### src/cpu8085_pkg.sv
package cpu8085_pkg;

	typedef logic [7:0]  byte_t;
	typedef logic [15:0] addr_t;
	typedef logic [2:0]  reg_sel_t; // opcode register field

	localparam int FETCH_TSTATES = 4;
	localparam int MEM_TSTATES   = 3;

	localparam addr_t    RESET_PC = 16'h0000;
	localparam reg_sel_t REG_M    = 3'b110; // memory through hl
	localparam reg_sel_t REG_A    = 3'b111;

	typedef struct packed {
		logic s;
		logic z;
		logic p;
		logic cy;
	} flags_t;

	typedef enum logic [1:0] {MC_RESET, MC_FETCH, MC_MEM_READ, MC_MEM_WRITE} mcycle_e;

	typedef enum logic [4:0] {
		I_MVI, I_LXI, I_LDA, I_STA,
		I_MOV_RR, I_MOV_RM, I_MOV_MR,
		I_ADC, I_SBB, I_ANA, I_CMP, I_ACI,
		I_JMP, I_JC, I_CALL, I_RET,
		I_ILLEGAL
	} instr_e;

	typedef enum logic [1:0] {ALU_ADC, ALU_SBB, ALU_ANA, ALU_CMP} alu_op_e;

	typedef enum logic [2:0] {AS_PC, AS_HL, AS_WZ, AS_SP, AS_SP_MINUS1} addr_src_e;

	typedef enum logic [1:0] {DS_REG, DS_ACC, DS_PC_HIGH, DS_PC_LOW} data_src_e;

	typedef struct packed {
		instr_e     instr;
		reg_sel_t   dst;
		reg_sel_t   src;
		logic [1:0] rp;
		byte_t      data;       // last byte read from the bus
		logic       wr_reg;
		logic       wr_acc_alu;
		logic       wr_temp;
		logic       wr_z;       // wz low byte
		logic       wr_w;       // wz high byte
		logic       pc_inc;
		logic       pc_load;
		logic       sp_inc;
		logic       sp_dec;
		logic       sp_load;
		logic       byte_idx;   // 0 low operand, 1 high operand
		addr_src_e  addr_src;
		data_src_e  data_src;
	} cpu_ctrl_t;

	typedef struct packed {
		logic ale;
		logic rd;
		logic wr;
	} bus_phase_t;

endpackage

### src/cycle_sequencer.sv
`timescale 1ns/1ps

module cycle_sequencer (
	input  logic                    clk,
	input  logic                    reset_all,
	input  cpu8085_pkg::byte_t      i_data,
	input  cpu8085_pkg::flags_t     i_flags,
	output cpu8085_pkg::cpu_ctrl_t  o_ctrl,
	output cpu8085_pkg::bus_phase_t o_bus
);
	import cpu8085_pkg::*;

	mcycle_e    mcycle;
	logic [1:0] tstate;     // 0 is T1
	logic [2:0] mc_idx;     // 0 is the opcode fetch
	logic [2:0] mc_count;
	byte_t      opcode;
	byte_t      data_q;
	instr_e     instr;
	reg_sel_t   dst_f;
	reg_sel_t   src_f;
	logic       last_t;
	logic       t3;

	function automatic mcycle_e mem_kind(instr_e ins, logic [2:0] idx);
		if ((ins == I_MOV_MR) || (ins == I_STA && idx == 3'd3) || (ins == I_CALL && idx >= 3'd3))
			return MC_MEM_WRITE;
		return MC_MEM_READ;
	endfunction

	assign dst_f = opcode[5:3];
	assign src_f = opcode[2:0];

	always_comb begin
		casez (opcode)
			8'b00??_?110: instr = (dst_f == REG_M) ? I_ILLEGAL : I_MVI;
			8'b00??_0001: instr = I_LXI;
			8'h3a:        instr = I_LDA;
			8'h32:        instr = I_STA;
			8'b01??_????: begin
				if (dst_f == REG_M && src_f == REG_M)
					instr = I_ILLEGAL; // hlt
				else if (dst_f == REG_M)
					instr = I_MOV_MR;
				else if (src_f == REG_M)
					instr = I_MOV_RM;
				else
					instr = I_MOV_RR;
			end
			8'b10??_????: begin
				case (dst_f)
					3'b001:  instr = I_ADC;
					3'b011:  instr = I_SBB;
					3'b100:  instr = I_ANA;
					3'b111:  instr = I_CMP;
					default: instr = I_ILLEGAL;
				endcase
				if (src_f == REG_M)
					instr = I_ILLEGAL;
			end
			8'hce:   instr = I_ACI;
			8'hc3:   instr = I_JMP;
			8'hda:   instr = I_JC;
			8'hcd:   instr = I_CALL;
			8'hc9:   instr = I_RET;
			default: instr = I_ILLEGAL;
		endcase
	end

	// machine cycles after the fetch
	always_comb begin
		case (instr)
			I_MVI, I_ACI, I_MOV_RM, I_MOV_MR: mc_count = 3'd1;
			I_LXI, I_JMP, I_JC, I_RET:        mc_count = 3'd2;
			I_LDA, I_STA:                     mc_count = 3'd3;
			I_CALL:                           mc_count = 3'd4;
			default:                          mc_count = 3'd0;
		endcase
	end

	assign last_t = (mcycle == MC_FETCH) ? (tstate == 2'(FETCH_TSTATES - 1))
	                                     : (tstate == 2'(MEM_TSTATES - 1));
	assign t3 = (mcycle != MC_RESET) && (tstate == 2'd2);

	always_ff @(posedge clk or posedge reset_all) begin
		if (reset_all) begin
			mcycle <= MC_RESET;
			tstate <= '0;
			mc_idx <= '0;
			opcode <= 8'h00;
		end else if (mcycle == MC_RESET) begin
			mcycle <= MC_FETCH;
		end else begin
			if (t3 && mcycle == MC_FETCH)
				opcode <= i_data;
			if (last_t) begin
				tstate <= '0;
				if (mc_idx == mc_count) begin
					mcycle <= MC_FETCH;
					mc_idx <= '0;
				end else begin
					mcycle <= mem_kind(instr, mc_idx + 3'd1);
					mc_idx <= mc_idx + 3'd1;
				end
			end else begin
				tstate <= tstate + 2'd1;
			end
		end
	end

	always_ff @(posedge clk) begin
		if (t3 && mcycle != MC_MEM_WRITE)
			data_q <= i_data;
	end

	always_comb begin
		o_bus = '0;
		o_bus.ale = (mcycle != MC_RESET) && (tstate == 2'd0);
		o_bus.rd = (mcycle == MC_FETCH || mcycle == MC_MEM_READ) && (tstate inside {2'd1, 2'd2});
		o_bus.wr = (mcycle == MC_MEM_WRITE) && (tstate inside {2'd1, 2'd2});
	end

	always_comb begin
		o_ctrl = '0;
		o_ctrl.instr = instr;
		o_ctrl.dst = dst_f;
		o_ctrl.src = src_f;
		o_ctrl.rp = opcode[5:4];
		o_ctrl.data = data_q;
		o_ctrl.byte_idx = (mc_idx == 3'd2);
		o_ctrl.addr_src = AS_PC;
		o_ctrl.data_src = DS_REG;
		if (mc_idx != 3'd0) begin
			case (instr)
				I_MOV_RM, I_MOV_MR: o_ctrl.addr_src = AS_HL;
				I_RET:              o_ctrl.addr_src = AS_SP;
				I_CALL: if (mc_idx >= 3'd3) o_ctrl.addr_src = AS_SP_MINUS1;
				I_LDA, I_STA: if (mc_idx == 3'd3) o_ctrl.addr_src = AS_WZ;
				default: ;
			endcase
		end
		if (instr == I_STA)
			o_ctrl.data_src = DS_ACC;
		else if (instr == I_CALL)
			o_ctrl.data_src = (mc_idx == 3'd3) ? DS_PC_HIGH : DS_PC_LOW; // high byte pushed first

		case (mcycle)
			MC_FETCH: begin
				// alu result of the previous opcode lands in T1
				if (tstate == 2'd0)
					o_ctrl.wr_acc_alu = instr inside {I_ADC, I_SBB, I_ANA, I_CMP, I_ACI};
				if (tstate == 2'd2)
					o_ctrl.pc_inc = 1'b1;
				if (tstate == 2'd3) begin
					o_ctrl.wr_reg = (instr == I_MOV_RR);
					o_ctrl.wr_temp = instr inside {I_ADC, I_SBB, I_ANA, I_CMP};
				end
			end
			MC_MEM_READ: if (t3) begin
				o_ctrl.pc_inc = (o_ctrl.addr_src == AS_PC);
				o_ctrl.wr_reg = (instr inside {I_MVI, I_MOV_RM})
				             || (instr == I_LDA && mc_idx == 3'd3)
				             || (instr == I_LXI && opcode[5:4] != 2'b11);
				o_ctrl.sp_load = (instr == I_LXI && opcode[5:4] == 2'b11);
				if (instr inside {I_JMP, I_JC, I_CALL, I_RET, I_LDA, I_STA}) begin
					o_ctrl.wr_z = (mc_idx == 3'd1);
					o_ctrl.wr_w = (mc_idx == 3'd2);
				end
				o_ctrl.sp_inc = (instr == I_RET);
				o_ctrl.pc_load = (mc_idx == 3'd2)
				              && (instr inside {I_JMP, I_RET} || (instr == I_JC && i_flags.cy));
			end
			MC_MEM_WRITE: if (t3 && instr == I_CALL) begin
				o_ctrl.sp_dec = 1'b1;
				o_ctrl.pc_load = (mc_idx == 3'd4);
			end
			default: ;
		endcase
	end

endmodule

### src/addr_unit.sv
`timescale 1ns/1ps

module addr_unit (
	input  logic                   clk,
	input  logic                   reset_all,
	input  cpu8085_pkg::cpu_ctrl_t i_ctrl,
	input  cpu8085_pkg::byte_t     i_data,
	output cpu8085_pkg::addr_t     o_pc,
	output cpu8085_pkg::addr_t     o_sp,
	output cpu8085_pkg::addr_t     o_wz
);
	import cpu8085_pkg::*;

	addr_t pc;
	addr_t sp;
	addr_t wz;

	always_ff @(posedge clk or posedge reset_all) begin
		if (reset_all) begin
			pc <= RESET_PC;
		end else if (i_ctrl.pc_load) begin
			// high byte may arrive on the same edge (jmp, jc, ret)
			if (i_ctrl.wr_w)
				pc <= {i_data, wz[7:0]};
			else
				pc <= wz;
		end else if (i_ctrl.pc_inc) begin
			pc <= pc + 16'd1;
		end
	end

	always_ff @(posedge clk or posedge reset_all) begin
		if (reset_all) begin
			sp <= '0;
		end else if (i_ctrl.sp_load) begin
			if (i_ctrl.byte_idx)
				sp[15:8] <= i_data;
			else
				sp[7:0] <= i_data; // lxi sp, low byte first
		end else if (i_ctrl.sp_inc) begin
			sp <= sp + 16'd1;
		end else if (i_ctrl.sp_dec) begin
			sp <= sp - 16'd1;
		end
	end

	// operand / popped bytes
	always_ff @(posedge clk) begin
		if (i_ctrl.wr_z)
			wz[7:0] <= i_data;
		if (i_ctrl.wr_w)
			wz[15:8] <= i_data;
	end

	assign o_pc = pc;
	assign o_sp = sp;
	assign o_wz = wz;

endmodule

### src/reg_alu_unit.sv
`timescale 1ns/1ps

module reg_alu_unit (
	input  logic                   clk,
	input  logic                   reset_all,
	input  cpu8085_pkg::cpu_ctrl_t i_ctrl,
	input  cpu8085_pkg::byte_t     i_data,
	output cpu8085_pkg::flags_t    o_flags,
	output cpu8085_pkg::addr_t     o_hl,
	output cpu8085_pkg::byte_t     o_reg_data,
	output cpu8085_pkg::byte_t     o_acc
);
	import cpu8085_pkg::*;

	byte_t      regs [8]; // b c d e h l - a
	byte_t      temp;
	flags_t     flags;
	alu_op_e    alu_op;
	byte_t      operand;
	logic       cy_in;
	logic [8:0] alu_sum;
	reg_sel_t   wr_sel;
	byte_t      wr_data;

	always_comb begin
		case (i_ctrl.instr)
			I_SBB:   alu_op = ALU_SBB;
			I_ANA:   alu_op = ALU_ANA;
			I_CMP:   alu_op = ALU_CMP;
			default: alu_op = ALU_ADC; // adc, aci
		endcase
	end

	assign operand = (i_ctrl.instr == I_ACI) ? i_ctrl.data : temp;
	assign cy_in = (alu_op == ALU_ADC || alu_op == ALU_SBB) ? flags.cy : 1'b0;

	always_comb begin
		case (alu_op)
			ALU_ADC: alu_sum = {1'b0, o_acc} + {1'b0, operand} + 9'(cy_in);
			ALU_ANA: alu_sum = {1'b0, o_acc & operand};
			default: alu_sum = {1'b0, o_acc} - {1'b0, operand} - 9'(cy_in); // bit 8 is borrow
		endcase
	end

	// lxi picks the pair half, low byte comes first
	assign wr_sel = (i_ctrl.instr == I_LXI) ? {i_ctrl.rp, ~i_ctrl.byte_idx} : i_ctrl.dst;
	assign wr_data = (i_ctrl.instr == I_MOV_RR) ? regs[i_ctrl.src] : i_data;

	always_ff @(posedge clk) begin
		if (i_ctrl.wr_reg)
			regs[wr_sel] <= wr_data;
		else if (i_ctrl.wr_acc_alu && alu_op != ALU_CMP)
			regs[REG_A] <= alu_sum[7:0];
		if (i_ctrl.wr_temp)
			temp <= regs[i_ctrl.src];
	end

	always_ff @(posedge clk or posedge reset_all) begin
		if (reset_all) begin
			flags <= '0;
		end else if (i_ctrl.wr_acc_alu) begin
			flags.s <= alu_sum[7];
			flags.z <= (alu_sum[7:0] == 8'h00);
			flags.p <= ~^alu_sum[7:0]; // even parity
			flags.cy <= alu_sum[8];    // always 0 for ana
		end
	end

	assign o_flags = flags;
	assign o_hl = {regs[3'd4], regs[3'd5]};
	assign o_reg_data = regs[i_ctrl.src];
	assign o_acc = regs[REG_A];

endmodule

### src/bus_mux.sv
`timescale 1ns/1ps

module bus_mux (
	input  cpu8085_pkg::cpu_ctrl_t  i_ctrl,
	input  cpu8085_pkg::bus_phase_t i_bus,
	input  cpu8085_pkg::addr_t      i_pc,
	input  cpu8085_pkg::addr_t      i_sp,
	input  cpu8085_pkg::addr_t      i_wz,
	input  cpu8085_pkg::addr_t      i_hl,
	input  cpu8085_pkg::byte_t      i_reg_data,
	input  cpu8085_pkg::byte_t      i_acc,
	output cpu8085_pkg::byte_t      o_addr_hi,
	output cpu8085_pkg::byte_t      o_ad,
	output logic                    o_ad_oe,
	output logic                    o_ale,
	output logic                    o_rd_n,
	output logic                    o_wr_n
);
	import cpu8085_pkg::*;

	addr_t addr;
	byte_t data_out;

	always_comb begin
		case (i_ctrl.addr_src)
			AS_HL:        addr = i_hl;
			AS_WZ:        addr = i_wz;
			AS_SP:        addr = i_sp;
			AS_SP_MINUS1: addr = i_sp - 16'd1; // push slot
			default:      addr = i_pc;
		endcase
	end

	always_comb begin
		case (i_ctrl.data_src)
			DS_ACC:     data_out = i_acc;
			DS_PC_HIGH: data_out = i_pc[15:8];
			DS_PC_LOW:  data_out = i_pc[7:0];
			default:    data_out = i_reg_data;
		endcase
	end

	assign o_addr_hi = addr[15:8];
	assign o_ad = i_bus.ale ? addr[7:0] : data_out; // low address only in T1
	assign o_ad_oe = i_bus.ale | i_bus.wr;
	assign o_ale = i_bus.ale;
	assign o_rd_n = ~i_bus.rd;
	assign o_wr_n = ~i_bus.wr;

endmodule

### src/cpu8085_top.sv
`timescale 1ns/1ps

module cpu8085_top (
	input  logic               clk,
	input  logic               reset_all,
	input  cpu8085_pkg::byte_t i_ad,
	output cpu8085_pkg::byte_t o_ad,
	output logic               o_ad_oe,
	output cpu8085_pkg::byte_t o_addr_hi,
	output logic               o_ale,
	output logic               o_rd_n,
	output logic               o_wr_n
);
	import cpu8085_pkg::*;

	cpu_ctrl_t  ctrl;
	bus_phase_t bus_phase;
	flags_t     flags;
	addr_t      pc;
	addr_t      sp;
	addr_t      wz;
	addr_t      hl;
	byte_t      reg_data;
	byte_t      acc;

	cycle_sequencer u_seq (
		.clk       (clk),
		.reset_all (reset_all),
		.i_data    (i_ad),
		.i_flags   (flags),
		.o_ctrl    (ctrl),
		.o_bus     (bus_phase)
	);

	addr_unit u_addr (
		.clk       (clk),
		.reset_all (reset_all),
		.i_ctrl    (ctrl),
		.i_data    (i_ad),
		.o_pc      (pc),
		.o_sp      (sp),
		.o_wz      (wz)
	);

	reg_alu_unit u_regs (
		.clk        (clk),
		.reset_all  (reset_all),
		.i_ctrl     (ctrl),
		.i_data     (i_ad),
		.o_flags    (flags),
		.o_hl       (hl),
		.o_reg_data (reg_data),
		.o_acc      (acc)
	);

	// address and outgoing byte onto the pins
	bus_mux u_mux (
		.i_ctrl     (ctrl),
		.i_bus      (bus_phase),
		.i_pc       (pc),
		.i_sp       (sp),
		.i_wz       (wz),
		.i_hl       (hl),
		.i_reg_data (reg_data),
		.i_acc      (acc),
		.o_addr_hi  (o_addr_hi),
		.o_ad       (o_ad),
		.o_ad_oe    (o_ad_oe),
		.o_ale      (o_ale),
		.o_rd_n     (o_rd_n),
		.o_wr_n     (o_wr_n)
	);

endmodule

### config.mk
export PLATFORM = sky130hd
export DESIGN_NAME = cpu8085_top
export DESIGN_NICKNAME = d
export VERILOG_FILES = /design/src/cpu8085_pkg.sv /design/src/cycle_sequencer.sv /design/src/addr_unit.sv /design/src/reg_alu_unit.sv /design/src/bus_mux.sv /design/src/cpu8085_top.sv
export SDC_FILE = /design/constraint.sdc
export NUM_CORES = 1
export LEC_CHECK = 0
export ABC_AREA = 1
export BUFFER_PORTS_ARGS = -buffer_cell sky130_fd_sc_hd__buf_2
export CAP_MARGIN = 15
export CELL_PAD_IN_SITES_DETAIL_PLACEMENT = 2
export CELL_PAD_IN_SITES_GLOBAL_PLACEMENT = 2
export CORE_UTILIZATION = 41
export DETAILED_ROUTE_END_ITERATION = 6
export GPL_TIMING_DRIVEN = 0
export PLACE_DENSITY = 0.84
export SETUP_SLACK_MARGIN = 0.2
export SLEW_MARGIN = 30
export SYNTH_ARGS = -nofsm -noshare
export SYNTH_HDL_FRONTEND = slang
export SYNTH_SLANG_ARGS = --single-unit
### constraint.sdc
create_clock -name clk -period 13.2 [get_ports clk]
set_clock_uncertainty 0.05 [all_clocks]
set_input_delay 2.64 -clock clk [delete_from_list [all_inputs] [get_ports clk]]
set_output_delay 2.64 -clock clk [all_outputs]
set_load 0.005 [all_outputs]
After elaboration in Yosys (flattened, before gate mapping). Memories as Yosys holds them, arrays and structs flattened. Cells that the tools add are included.

Memory bits (read-only): 48. Memories: 2. Register bits after elaboration: 80. RAM bits: 64. Word-level logic and storage cells: 206.

Multiplexer cells: 70. Bitwise logic cells: 6. Reductions and logical operators: 46. $add $sub $neg: 9. Eq/ne operators: 59. Magnitude comparators: 2.

Memory list: u_regs.regs (words 8, width 8, rd ports 4, clocked after memory_dff 0, write ports 1, RTL line reg_alu_unit.sv:15) `byte_t regs [8];`; (name not given) (words 16, width 3, rd ports 1, clocked after memory_dff 0, write ports 0, RTL line cycle_sequencer.sv:72) `case (instr)`.

Operator list (count): $mux 16 (6); $pmux 16 s4 (1); $pmux 5 s11 (1); $mux 8 (6); $eq 5x4->1 const B (8); $eq 8x8->1 const B (5); $add 16x1->16 const B (2); $mux 1 (26); $eq 5x3->1 const B (5); $mux 5 (5); $mux 2 (12); $pmux 8 s3 (1); $pmux 5 s4 (1); $eq 2x2->1 const B (9); $eq 3x2->1 const B (6); $eq 3x3->1 const B (6); $pmux 9 s2 (1); $eq 8x6->1 const B (2); $logic_and 1x1->1 (16); $sub 16x1->16 const B (1); $mux 3 (5); $pmux 3 s4 (1); $reduce_bool 2->1 (6); $eq 2x1->1 const B (5); other kinds (30) (55).

Longest topological paths before layout. Gate-level depths: netlist (run 1).

Word-level depth: 17. Depth in mapped cells: 29. Mapped depth without buffers: 28.

Cells and area by module. A second synthesis (run 1) with hierarchy kept.

Cells, all modules: 1525. Area, all modules: 11020.6 um^2.

Modules (own cells, without submodules): reg_alu_unit (cells each 507, instances 1, area an instance 4521.8 um^2); addr_unit (cells each 438, instances 1, area an instance 3184.3 um^2); cycle_sequencer (cells each 292, instances 1, area an instance 2011.9 um^2); bus_mux (cells each 288, instances 1, area an instance 1302.5 um^2).

Least setup slack after synthesis (run 1). No wires, ideal clock.

Kind: register to output. Start: register u_seq.opcode[1]. End: output o_ad[6]. Required time: 10510 ps. Path buffers: 3. Arrival time: 3490 ps. Cell stages (with the launch flop): 22. Path slack: 7020 ps. Path through: dfrtp_1 -> buf_2 -> nand2_1 -> inv_2 -> nand2_1 -> nor2_1 -> nor2_1 -> inv_1 -> a2111oi_0 -> inv_1 -> ha_1 -> nand2_1 -> nand3_2 -> nand2_1 -> buf_2 -> nand3_4 -> buf_6 -> nand3_2 -> nand2_1 -> inv_2 -> nand2_1 -> nand2_1.

Longest elaborated chain between the ends: 12. Elaborated cells between the ends (all ways): 39.

Ends and longest elaborated chain: start, declared (RTL line cycle_sequencer.sv:17) `byte_t opcode;`; start signal, assigned (RTL line cycle_sequencer.sv:95) `opcode <= i_data;`; $eq 3x3->1 (RTL line cycle_sequencer.sv:41, cycle_sequencer.sv:45, cycle_sequencer.sv:58); $mux 1 (RTL line cycle_sequencer.sv:45) `else if (src_f == REG_M)`; $mux 5 (RTL line cycle_sequencer.sv:43) `else if (dst_f == REG_M)`; $mux 5 (RTL line cycle_sequencer.sv:41) `if (dst_f == REG_M && src_f == REG_M)`; $pmux 5 s11 (RTL line cycle_sequencer.sv:35) `casez (opcode)`; $eq 5x2->1, or another cell as far along (RTL line cycle_sequencer.sv:134, cycle_sequencer.sv:142); $reduce_or 2->1 (RTL line cycle_sequencer.sv:134) `case (instr)`; $pmux 3 s4 (RTL line cycle_sequencer.sv:134); $mux 3 (RTL line cycle_sequencer.sv:133) `if (mc_idx != 3'd0) begin`; $eq 3x3->1, or another cell as far along (RTL line bus_mux.sv:25) `case (i_ctrl.addr_src)`; $pmux 16 s4 (RTL line bus_mux.sv:25); $mux 8 (*) (RTL line bus_mux.sv:44) `assign o_ad = i_bus.ale ? addr[7:0] : data_out;`; end, declared (RTL line cpu8085_top.sv:7) `output cpu8085_pkg::byte_t o_ad,`.

Mark *: on every way between the ends. The rest lies on a longest branch, timed or not.

Final worst setup path (run 1).
Start: register u_seq.opcode[1]. End: output o_ad[5].

Same word-level chain as after synthesis.

==> metrics.md, run 1 <==
| Metric | Value |
|---|---|
| Status | `finished clean` |
| Area leader, netlist | `edfxtp_1` |
| Worst R2R Start | `u_seq.opcode[1]` |
| Fin. max-slew vios | `0` |
| Clock buffer depth | `2` |
| Netlist cell types | `52` |
| GRT overflow | `0` |
| Clock sinks | `144` |
| Hold_sp | `u_addr.o_sp[15]` |
| Max H-tree Level | `4` |
| Vias in the first global route | `11,000` |
| Hold Path Stages | `2` |
| Area grow syn2layout | `11.6%` |
| Placer Congestion | `0.934` |
| Row Count | `57` |
| Post-synthesis mux area share | `0.857%` |
| Crit-path leading delay family | `simple AND/OR/NAND/NOR gates` |
| Final setup violation count | `0` |
| Adder-Cell Fraction of Synth Area | `6.17%` |
| Syn Inst Count | `1,304` |
| CTS Root Cell | `clkbuf_16` |
| Die width | `160 um` |
| Sw frac | `48.5%` |
| Fraction of layout cells with a size suffix above 1 | `11.5%` |
| Routed wire length | `45,000 um` |
| First-pass GRT wire length | `68,600 um` |
| Worst EP required | `10,510 ps` |
| HPWL Detailed | `32,900 um` |
| Critical path class | `reg2out` |
| Clock transition at path regs | `80 ps` |
| XOR/XNOR Fraction of Synth Area | `4.03%` |
| Largest family of logic cells by synthesized area | `simple AND/OR/NAND/NOR gates` |
| Startpoint types | `register` |
| Antenna fix cells | `0` |
| Worst-margin pin slew | `1030 ps` |
| Syn_area_per_cell | `7.84 sq um` |
| DR vias | `10,200` |
| Fin crit share | `54.9%` |
| Total GRT Usage | `35.9%` |
| Simple logic cell fraction of the synthesized area | `27.6%` |
| R2R Setup Slk | `7060 ps` |
| Via density per instance | `6.04` |
| Slew HR | `31.4%` |
| RSZ-0062 raised after global routing | `false` |
| Cell mode on critical path | `nand2_1` |
| Cells along the critical path | `buf_2, nand2_1, inv_2, nand2_1, nor2_1, nor2_1, inv_1, a2111oi_2, inv_1, ha_1, nand2_1, nand3_2, nand2_1, buf_2, nand3_4, nand2_4, nand2_1, inv_1, nand2_1, nand2_1, nand2_1, buf_2` |
| VDD IR max | `0.0963 mV` |
| Seq/Total Area, Yosys | `39.9%` |
| I/O pin total | `30` |
| Initial Utilization | `41.9%` |
| Cell Int Power | `1.19 mW` |
| Drt initial violations | `885` |
| NumNets Final | `1,411` |
| Core footprint | `0.0244 sq mm` |
| Fin crit period | `7250 ps` |
| # DRC | `0` |
| Compound-Gate Fraction of Synth Area | `12.8%` |
| Share of the synthesized area in the top cell type | `28.2%` |
| Clock share of power | `22.8%` |
| Max-Cap Viols | `0` |
| Critical path peak fanout | `10` |
| Cell Area, Synth | `0.0102 sq mm` |
| Pleak | `5.30 nW` |
| Crit. path cell count | `22` |
| WL/cell | `26.6 um` |
| Top cells by area, synth | `edfxtp_1 (28%), nand2_1 (12%), dfrtp_1 (12%)` |
| Antenna violations before repair | `0` |
| Hold Violations, Final | `0` |
| Logic gate share of total power | `48.3%` |
| FMAX | `0.138 GHz` |
| Switching Power | `1.12 mW` |
| CTS Hold Bufs | `0` |
| Util after Layout | `46.8%` |
| Synth Net Count | `1,362` |
| TritonCTS Buffers | `17` |
| Crit-path slowest cell | `a2111oi_2` |
| Buf/Inv on CP | `7` |
| Most common cell after layout, fill and taps aside | `nand2_1` |
| Worst EP arrival | `4560 ps` |
| YS warnings | `0` |
| Max incr delay on CP | `590 ps` |
| CTS tree | `built` |
| Hold WC Path Type | `reg2reg` |
| Worst-Skew Late Latency | `450 ps` |
| Hold Path End | `u_addr.o_sp[15]` |
| Pre-Repair DR Iteration Count | `6` |
| Largest net degree at the start of global routing | `37` |
| Input/output buffers | `29` |
| Total power | `2.30 mW` |
| R2r worst-path depth | `25` |
| Reg2reg end | `u_regs.regs[7][7]` |
| Postcts setup bufs | `0` |
| Die area | `0.0256 sq mm` |
| Die Y | `160 um` |
| Seq cells post-synth | `144` |
| P per Cell Area | `202 mW/mm^2` |
| CP Capture Type | `output port` |
| Sequential Power Share | `28.9%` |
| Routed Antenna Nets | `0` |
| Post-CTS resize count | `0` |
| Setup TNS | `0 ps` |
| Commonest cells after routing, fill and taps aside | `nand2_1 (323), inv_1 (157), nor2_1 (114)` |
## per-stage QoR
stage                     worst slack, ps  cells  instance area (sq um)  hold WS, ps
final                                5950   1690                  11400          518
after global routing                 5620   1690                  11400          581
after CTS                            5660   1690                  11400          541
after detailed placement             6170   1658                  10800          517
after global placement               6110   1657                  10800          486
after floorplan                      7020   1304                  10200          423
## flip-flops by register name, indices dropped and copies added (netlist names)
name,cells
u_regs.regs,64
u_addr.o_pc,16
u_addr.o_sp,16
u_addr.o_wz,16
u_regs.temp,8
u_seq.data_q,8
u_seq.opcode,8
u_seq.mc_idx,3
u_seq.mcycle,2
u_seq.tstate,2
u_regs.o_flags,1
## worst register-to-register path: stages, from the launching register on
cell and delay [ps]:
dfrtp_1 370, buf_2 200, nand2_1 150, inv_2 120
nand2_1 80, nor2_1 40, nor2_1 140, inv_1 100
a2111oi_2 590, inv_1 210, ha_1 380, nand2_1 180
clkbuf_1 490, o21ai_0 420, fa_1 670, inv_1 60
ha_1 170, o21ai_0 140, nand2_1 130, nand4_1 100
o211ai_1 110, a21oi_1 130, o21ai_0 110, o211ai_1 150
nand3_1 160, nand2_1 440
## routing by layer
metal / routed length [um] / part of all wire (%) / track usage (%) / up-vias
li1: - / - / - / 4462
met1: 19000 / 42 / 46.9 / 5179
met2: 21000 / 47 / 58.3 / 417
met3: 2690 / 6.0 / 5.35 / 144
met4: 2320 / 5.2 / 17.0 / 0
met5: 0 / 0 / 0 / -
## layout make-up
cell class	instances	area [sq um]
plain buffers	41	213
clock buffers	17	425
clock inverters	15	173
fillers	2840	13000
inverters	177	668
multi-input cells	942	5270
flip-flops and latches	144	4080
well taps	324	405
repair buffers	30	165
## worst max-delay path by stage
stage | start | endpoint | slack (ps)
finish | u_seq.opcode[1] | o_ad[5] | 5950
global route | u_seq.opcode[1] | o_ad[7] | 5620
CTS | u_seq.opcode[1] | o_ad[5] | 5660
global placement | u_seq.opcode[1] | o_ad[2] | 6110
floorplan | u_seq.opcode[1] | o_ad[6] | 7020
detailed placement | u_seq.opcode[1] | o_ad[2] | 6170
## kinds of logic after synthesis
family,Yosys count
AOI/OAI and AO/OA,215
xor gates and xnor gates,47
adders and majority gates,48
buffers and inverters,218
DFF,144
muxes,8
and+or+nand+nor,624
## synthesized netlist by cell type, drive strengths merged
cell	number
a31oi	1
nand2	342
mux2i	2
nand3b	3
o2111ai	5
buf	24
a32oi	3
nand4	26
and3	1
o221ai	5
clkinv	3
a21oi	48
nand3	114
ha	44
o21ai	94
or2	2
a221oi	12
nor4	1
clkbuf	17
fa	4
a2111oi	1
nor2	122
o22ai	13
nor3	13
xnor2	4
o21bai	1
a22oi	7
a21boi	1
dfrtp	48
a21o	1
edfxtp	96
xor2	43
o41ai	1
o211ai	22
mux2	6
inv	174
## power by group through the flow
stage	Clock, mW	Sequential (mW)	Combinational (mW)
2_1_floorplan	0	0.640	0.663
5_1_grt	0.536	0.671	1.20
3_5_place_dp	0	0.672	1.07
4_1_cts	0.522	0.665	1.09
3_3_place_gp	0	0.668	0.996
6_report	0.524	0.667	1.11
Power figures use the tool's default switching activity.
==> run 2, diff against run 1 <==
--- a/config.mk
+++ b/config.mk
@@ -5,15 +5,15 @@
 export SDC_FILE = /design/constraint.sdc
 export NUM_CORES = 1
 export LEC_CHECK = 0
-export ABC_AREA = 1
+export ABC_AREA = 0
 export BUFFER_PORTS_ARGS = -buffer_cell sky130_fd_sc_hd__buf_2
 export CAP_MARGIN = 15
 export CELL_PAD_IN_SITES_DETAIL_PLACEMENT = 2
 export CELL_PAD_IN_SITES_GLOBAL_PLACEMENT = 2
-export CORE_UTILIZATION = 41
+export CORE_UTILIZATION = 37
 export DETAILED_ROUTE_END_ITERATION = 6
 export GPL_TIMING_DRIVEN = 0
-export PLACE_DENSITY = 0.84
+export PLACE_DENSITY = 0.74
 export SETUP_SLACK_MARGIN = 0.2
 export SLEW_MARGIN = 30
 export SYNTH_ARGS = -nofsm -noshare
==> constraint.sdc (replaced) <==
create_clock -name clk -period 5.8 [get_ports clk]
set_clock_uncertainty 0.05 [all_clocks]
set_input_delay 1.16 -clock clk [delete_from_list [all_inputs] [get_ports clk]]
set_output_delay 1.16 -clock clk [all_outputs]
set_load 0.005 [all_outputs]
==> run 2 against run 1 <==
The flow now finishes with violations (design-rule violations). Combinational power rose to 2.6 times the previous value. Die area is 8.5% higher. Critical endpoint is now o_addr_hi[0]. Register-to-register slack got worse by 6600 ps. Via count fell by 9.2%. Critical path type unchanged.
==> metrics.md, run 2 <==
| Metric | Value |
|---|---|
| Post-synthesis mux area share | `8.80%` |
| Pre-Repair DR Iteration Count | `7` |
| Violated checks | `design-rule violations` |
| Clock sinks | `144` |
| Pre-CTS setup slack | `-1150 ps` |
| Most common cell after layout, fill and taps aside | `nand2_1` |
| TritonCTS Buffers | `17` |
| VDD IR max | `0.253 mV` |
| Fill cells | `2,759` |
| First-pass GRT wire length | `61,600 um` |
| Via density per instance | `6.39` |
| Commonest cells post-synth | `nand2_1 (99), edfxtp_1 (96), nor2_1 (75)` |
| Worst EP required | `4590 ps` |
| FMAX | `0.182 GHz` |
| Placer Congestion | `0.874` |
| Fin crit period | `5490 ps` |
| Final worst slack | `314 ps` |
| Max reg flops | `64` |
| Fin area | `0.0118 sq mm` |
| Vias in the first global route | `9,462` |
| Post-synth EDFFs | `96` |
| Total power | `5.50 mW` |
| Seq/Total Area, Yosys | `40.7%` |
| Register name with the most flops | `u_regs.regs` |
| Critical path peak fanout | `10` |
| Clock buffer depth | `2` |
| Hold WC Path Type | `reg2reg` |
| Adder-Cell Fraction of Synth Area | `6.29%` |
| Max-Cap Viols | `0` |
| Max H-tree Level | `4` |
| Largest family of logic cells by synthesized area | `compound AO/OA/AOI/OAI gates` |
| Syn_area_per_cell | `9.74 sq um` |
| Startpoint types | `register` |
| Row Count | `59` |
| Top cells by area, synth | `edfxtp_1 (29%), dfrtp_1 (12%), ha_1 (5.5%)` |
| Commonest cells after routing, fill and taps aside | `nand2_1 (99), edfxtp_1 (96), nor2_1 (71)` |
| Die width | `167 um` |
| Register area | `0.00408 sq mm` |
| Antenna fix cells | `0` |
| Clock transition at path regs | `70 ps` |
| NumNets Final | `1,160` |
| I/O pin total | `30` |
| Die Y | `167 um` |
| Syn Inst Count | `1,029` |
| XOR/XNOR Fraction of Synth Area | `2.53%` |
| Worst-Skew Late Latency | `450 ps` |
| Status | `finished, violations left` |
| Netlist cell types | `95` |
| Final setup violation count | `0` |
| Routed wire length | `41,400 um` |
| Input/output buffers | `29` |
| Share of the synthesized area in the top cell type | `28.8%` |
| Synth Net Count | `1,087` |
| Hold Violations, Final | `0` |
| RSZ-0062 raised after global routing | `false` |
| Ys flop type | `edfxtp_1` |
| # DRC | `2` |
| Top-count cell post-synth | `nand2_1` |
| Seq cells post-synth | `144` |
| WL/cell | `28.5 um` |
| Drt initial violations | `770` |
| Fraction of layout cells with a size suffix above 1 | `20.0%` |
| Dpl cell area | `0.0106 sq mm` |
| DR vias | `9,268` |
| CP Capture Type | `output port` |
| Core footprint | `0.0263 sq mm` |
| Cell Area, Synth | `0.0100 sq mm` |
| GRT overflow | `0` |
| Pleak | `4.50 nW` |
| Compound-Gate Fraction of Synth Area | `20.2%` |
| Fin crit share | `94.6%` |
| Routed Antenna Nets | `0` |
| Slew HR | `40.9%` |
| Simple logic cell fraction of the synthesized area | `16.8%` |
| Area leader, netlist | `edfxtp_1` |
| Worst-margin pin slew | `862 ps` |
| CTS Root Cell | `clkbuf_16` |
| P per Cell Area | `467 mW/mm^2` |
| Fin. max-slew vios | `0` |
| Die area | `0.0277 sq mm` |
| CTS tree | `built` |
| Multi-input gate area | `0.00573 sq mm` |
| Fraction of registers with async set/reset | `33.3%` |
| Critical path class | `reg2out` |
| HPWL Detailed | `30,200 um` |
| YS warnings | `0` |
| Area grow syn2layout | `17.3%` |
| Largest net degree at the start of global routing | `28` |
| Initial Utilization | `38.1%` |
| Worst EP arrival | `4280 ps` |
| Total GRT Usage | `30.0%` |
| Antenna violations before repair | `0` |
## run 2: changes by cell type after synthesis, sizes merged, moves of 19 or more
cell   delta
nand2   -242
inv     -115
nand3    -78
nor2     -47
xor2     -30
mux2i    +22
mux2     +19
o21ai    -19
## run 2: kinds of logic (layout without fill, tap and decap cells)
group,Yosys count,count (layout)
adders and majority gates,48,48
AOI/OAI and AO/OA,292,292
DFF,144,144
buffers and inverters,111,197
xor gates and xnor gates,29,29
and+or+nand+nor,340,340
muxes,65,65
## run 2: worst max-delay path: stages, from the launching register on
cell and delay, ps:
dfrtp_1 470, buf_4 250, buf_4 230, a21oi_2 170, o21ai_0 100, or3_4 420
inv_2 120, ha_2 240, nor2_4 50, nor3_4 210, buf_12 160, a2111oi_4 50
buf_4 170, clkbuf_4 190, nand2_1 90, nand2_1 70, a222oi_1 480, nand3_1 160
buf_2 170
## run 2: what timing repair did
action | 4_1_cts | 5_1_grt
setup buffers | 7 | 15
pin swaps | 7 | 12
hold buffers | 0 | 0
resized for setup | 52 | 40
setup endpoints to repair | 81 | 48
## run 2: stage by stage
stage | std cells | util, % | TNS, ps | hold slack (ps)
finish | 1450 | 44.7 | 0 | 473
global route | 1450 | 44.7 | 0 | 493
CTS | 1435 | 43.8 | 0 | 469
detailed placement | 1397 | 40.5 | -43330 | 451
global placement | 1393 | 40.3 | -35640 | 446
floorplan | 1029 | - | 0 | 401
## run 2: final timing paths
path                                     end             from  depth (start not counted)  slack [ps]
max in group asynchronous     u_addr.o_sp[1]        reset_all                          3        4580
min                           u_addr.o_pc[0]   u_addr.o_wz[0]                          2         470
max                             o_addr_hi[0]  u_seq.opcode[0]                         18         310
min in group asynchronous    u_addr.o_pc[12]        reset_all                          2         620
min reg2reg                   u_addr.o_pc[0]   u_addr.o_wz[0]                          2         470
max reg2reg                u_regs.regs[5][6]  u_seq.opcode[1]                         24         490
## run 2: area by class of cell
| type | count | share of cell area, % |
|---|---|---|
| multi-input cells | 774 | 48.8 |
| flip-flops and latches | 144 | 34.7 |
| clock buffers | 17 | 3.62 |
| well taps | 335 | 3.56 |
| repair buffers | 55 | 3.17 |
| plain buffers | 51 | 2.63 |
| inverters | 59 | 1.93 |
| clock inverters | 15 | 1.62 |
## run 2: per-layer routing
metal	up-vias	part of all wire (%)	GRT usage, %
met5	-	0	0
met4	0	3.5	11.7
met3	73	5.5	4.82
met2	285	46	47.8
met1	4900	45	40.7
li1	4010	-	-
## run 2: power breakdown
part           switching (mW)  internal, mW
Clock                   0.566         0.586
Combinational            1.88          1.05
Sequential              0.108          1.31
Total                    2.55          2.94
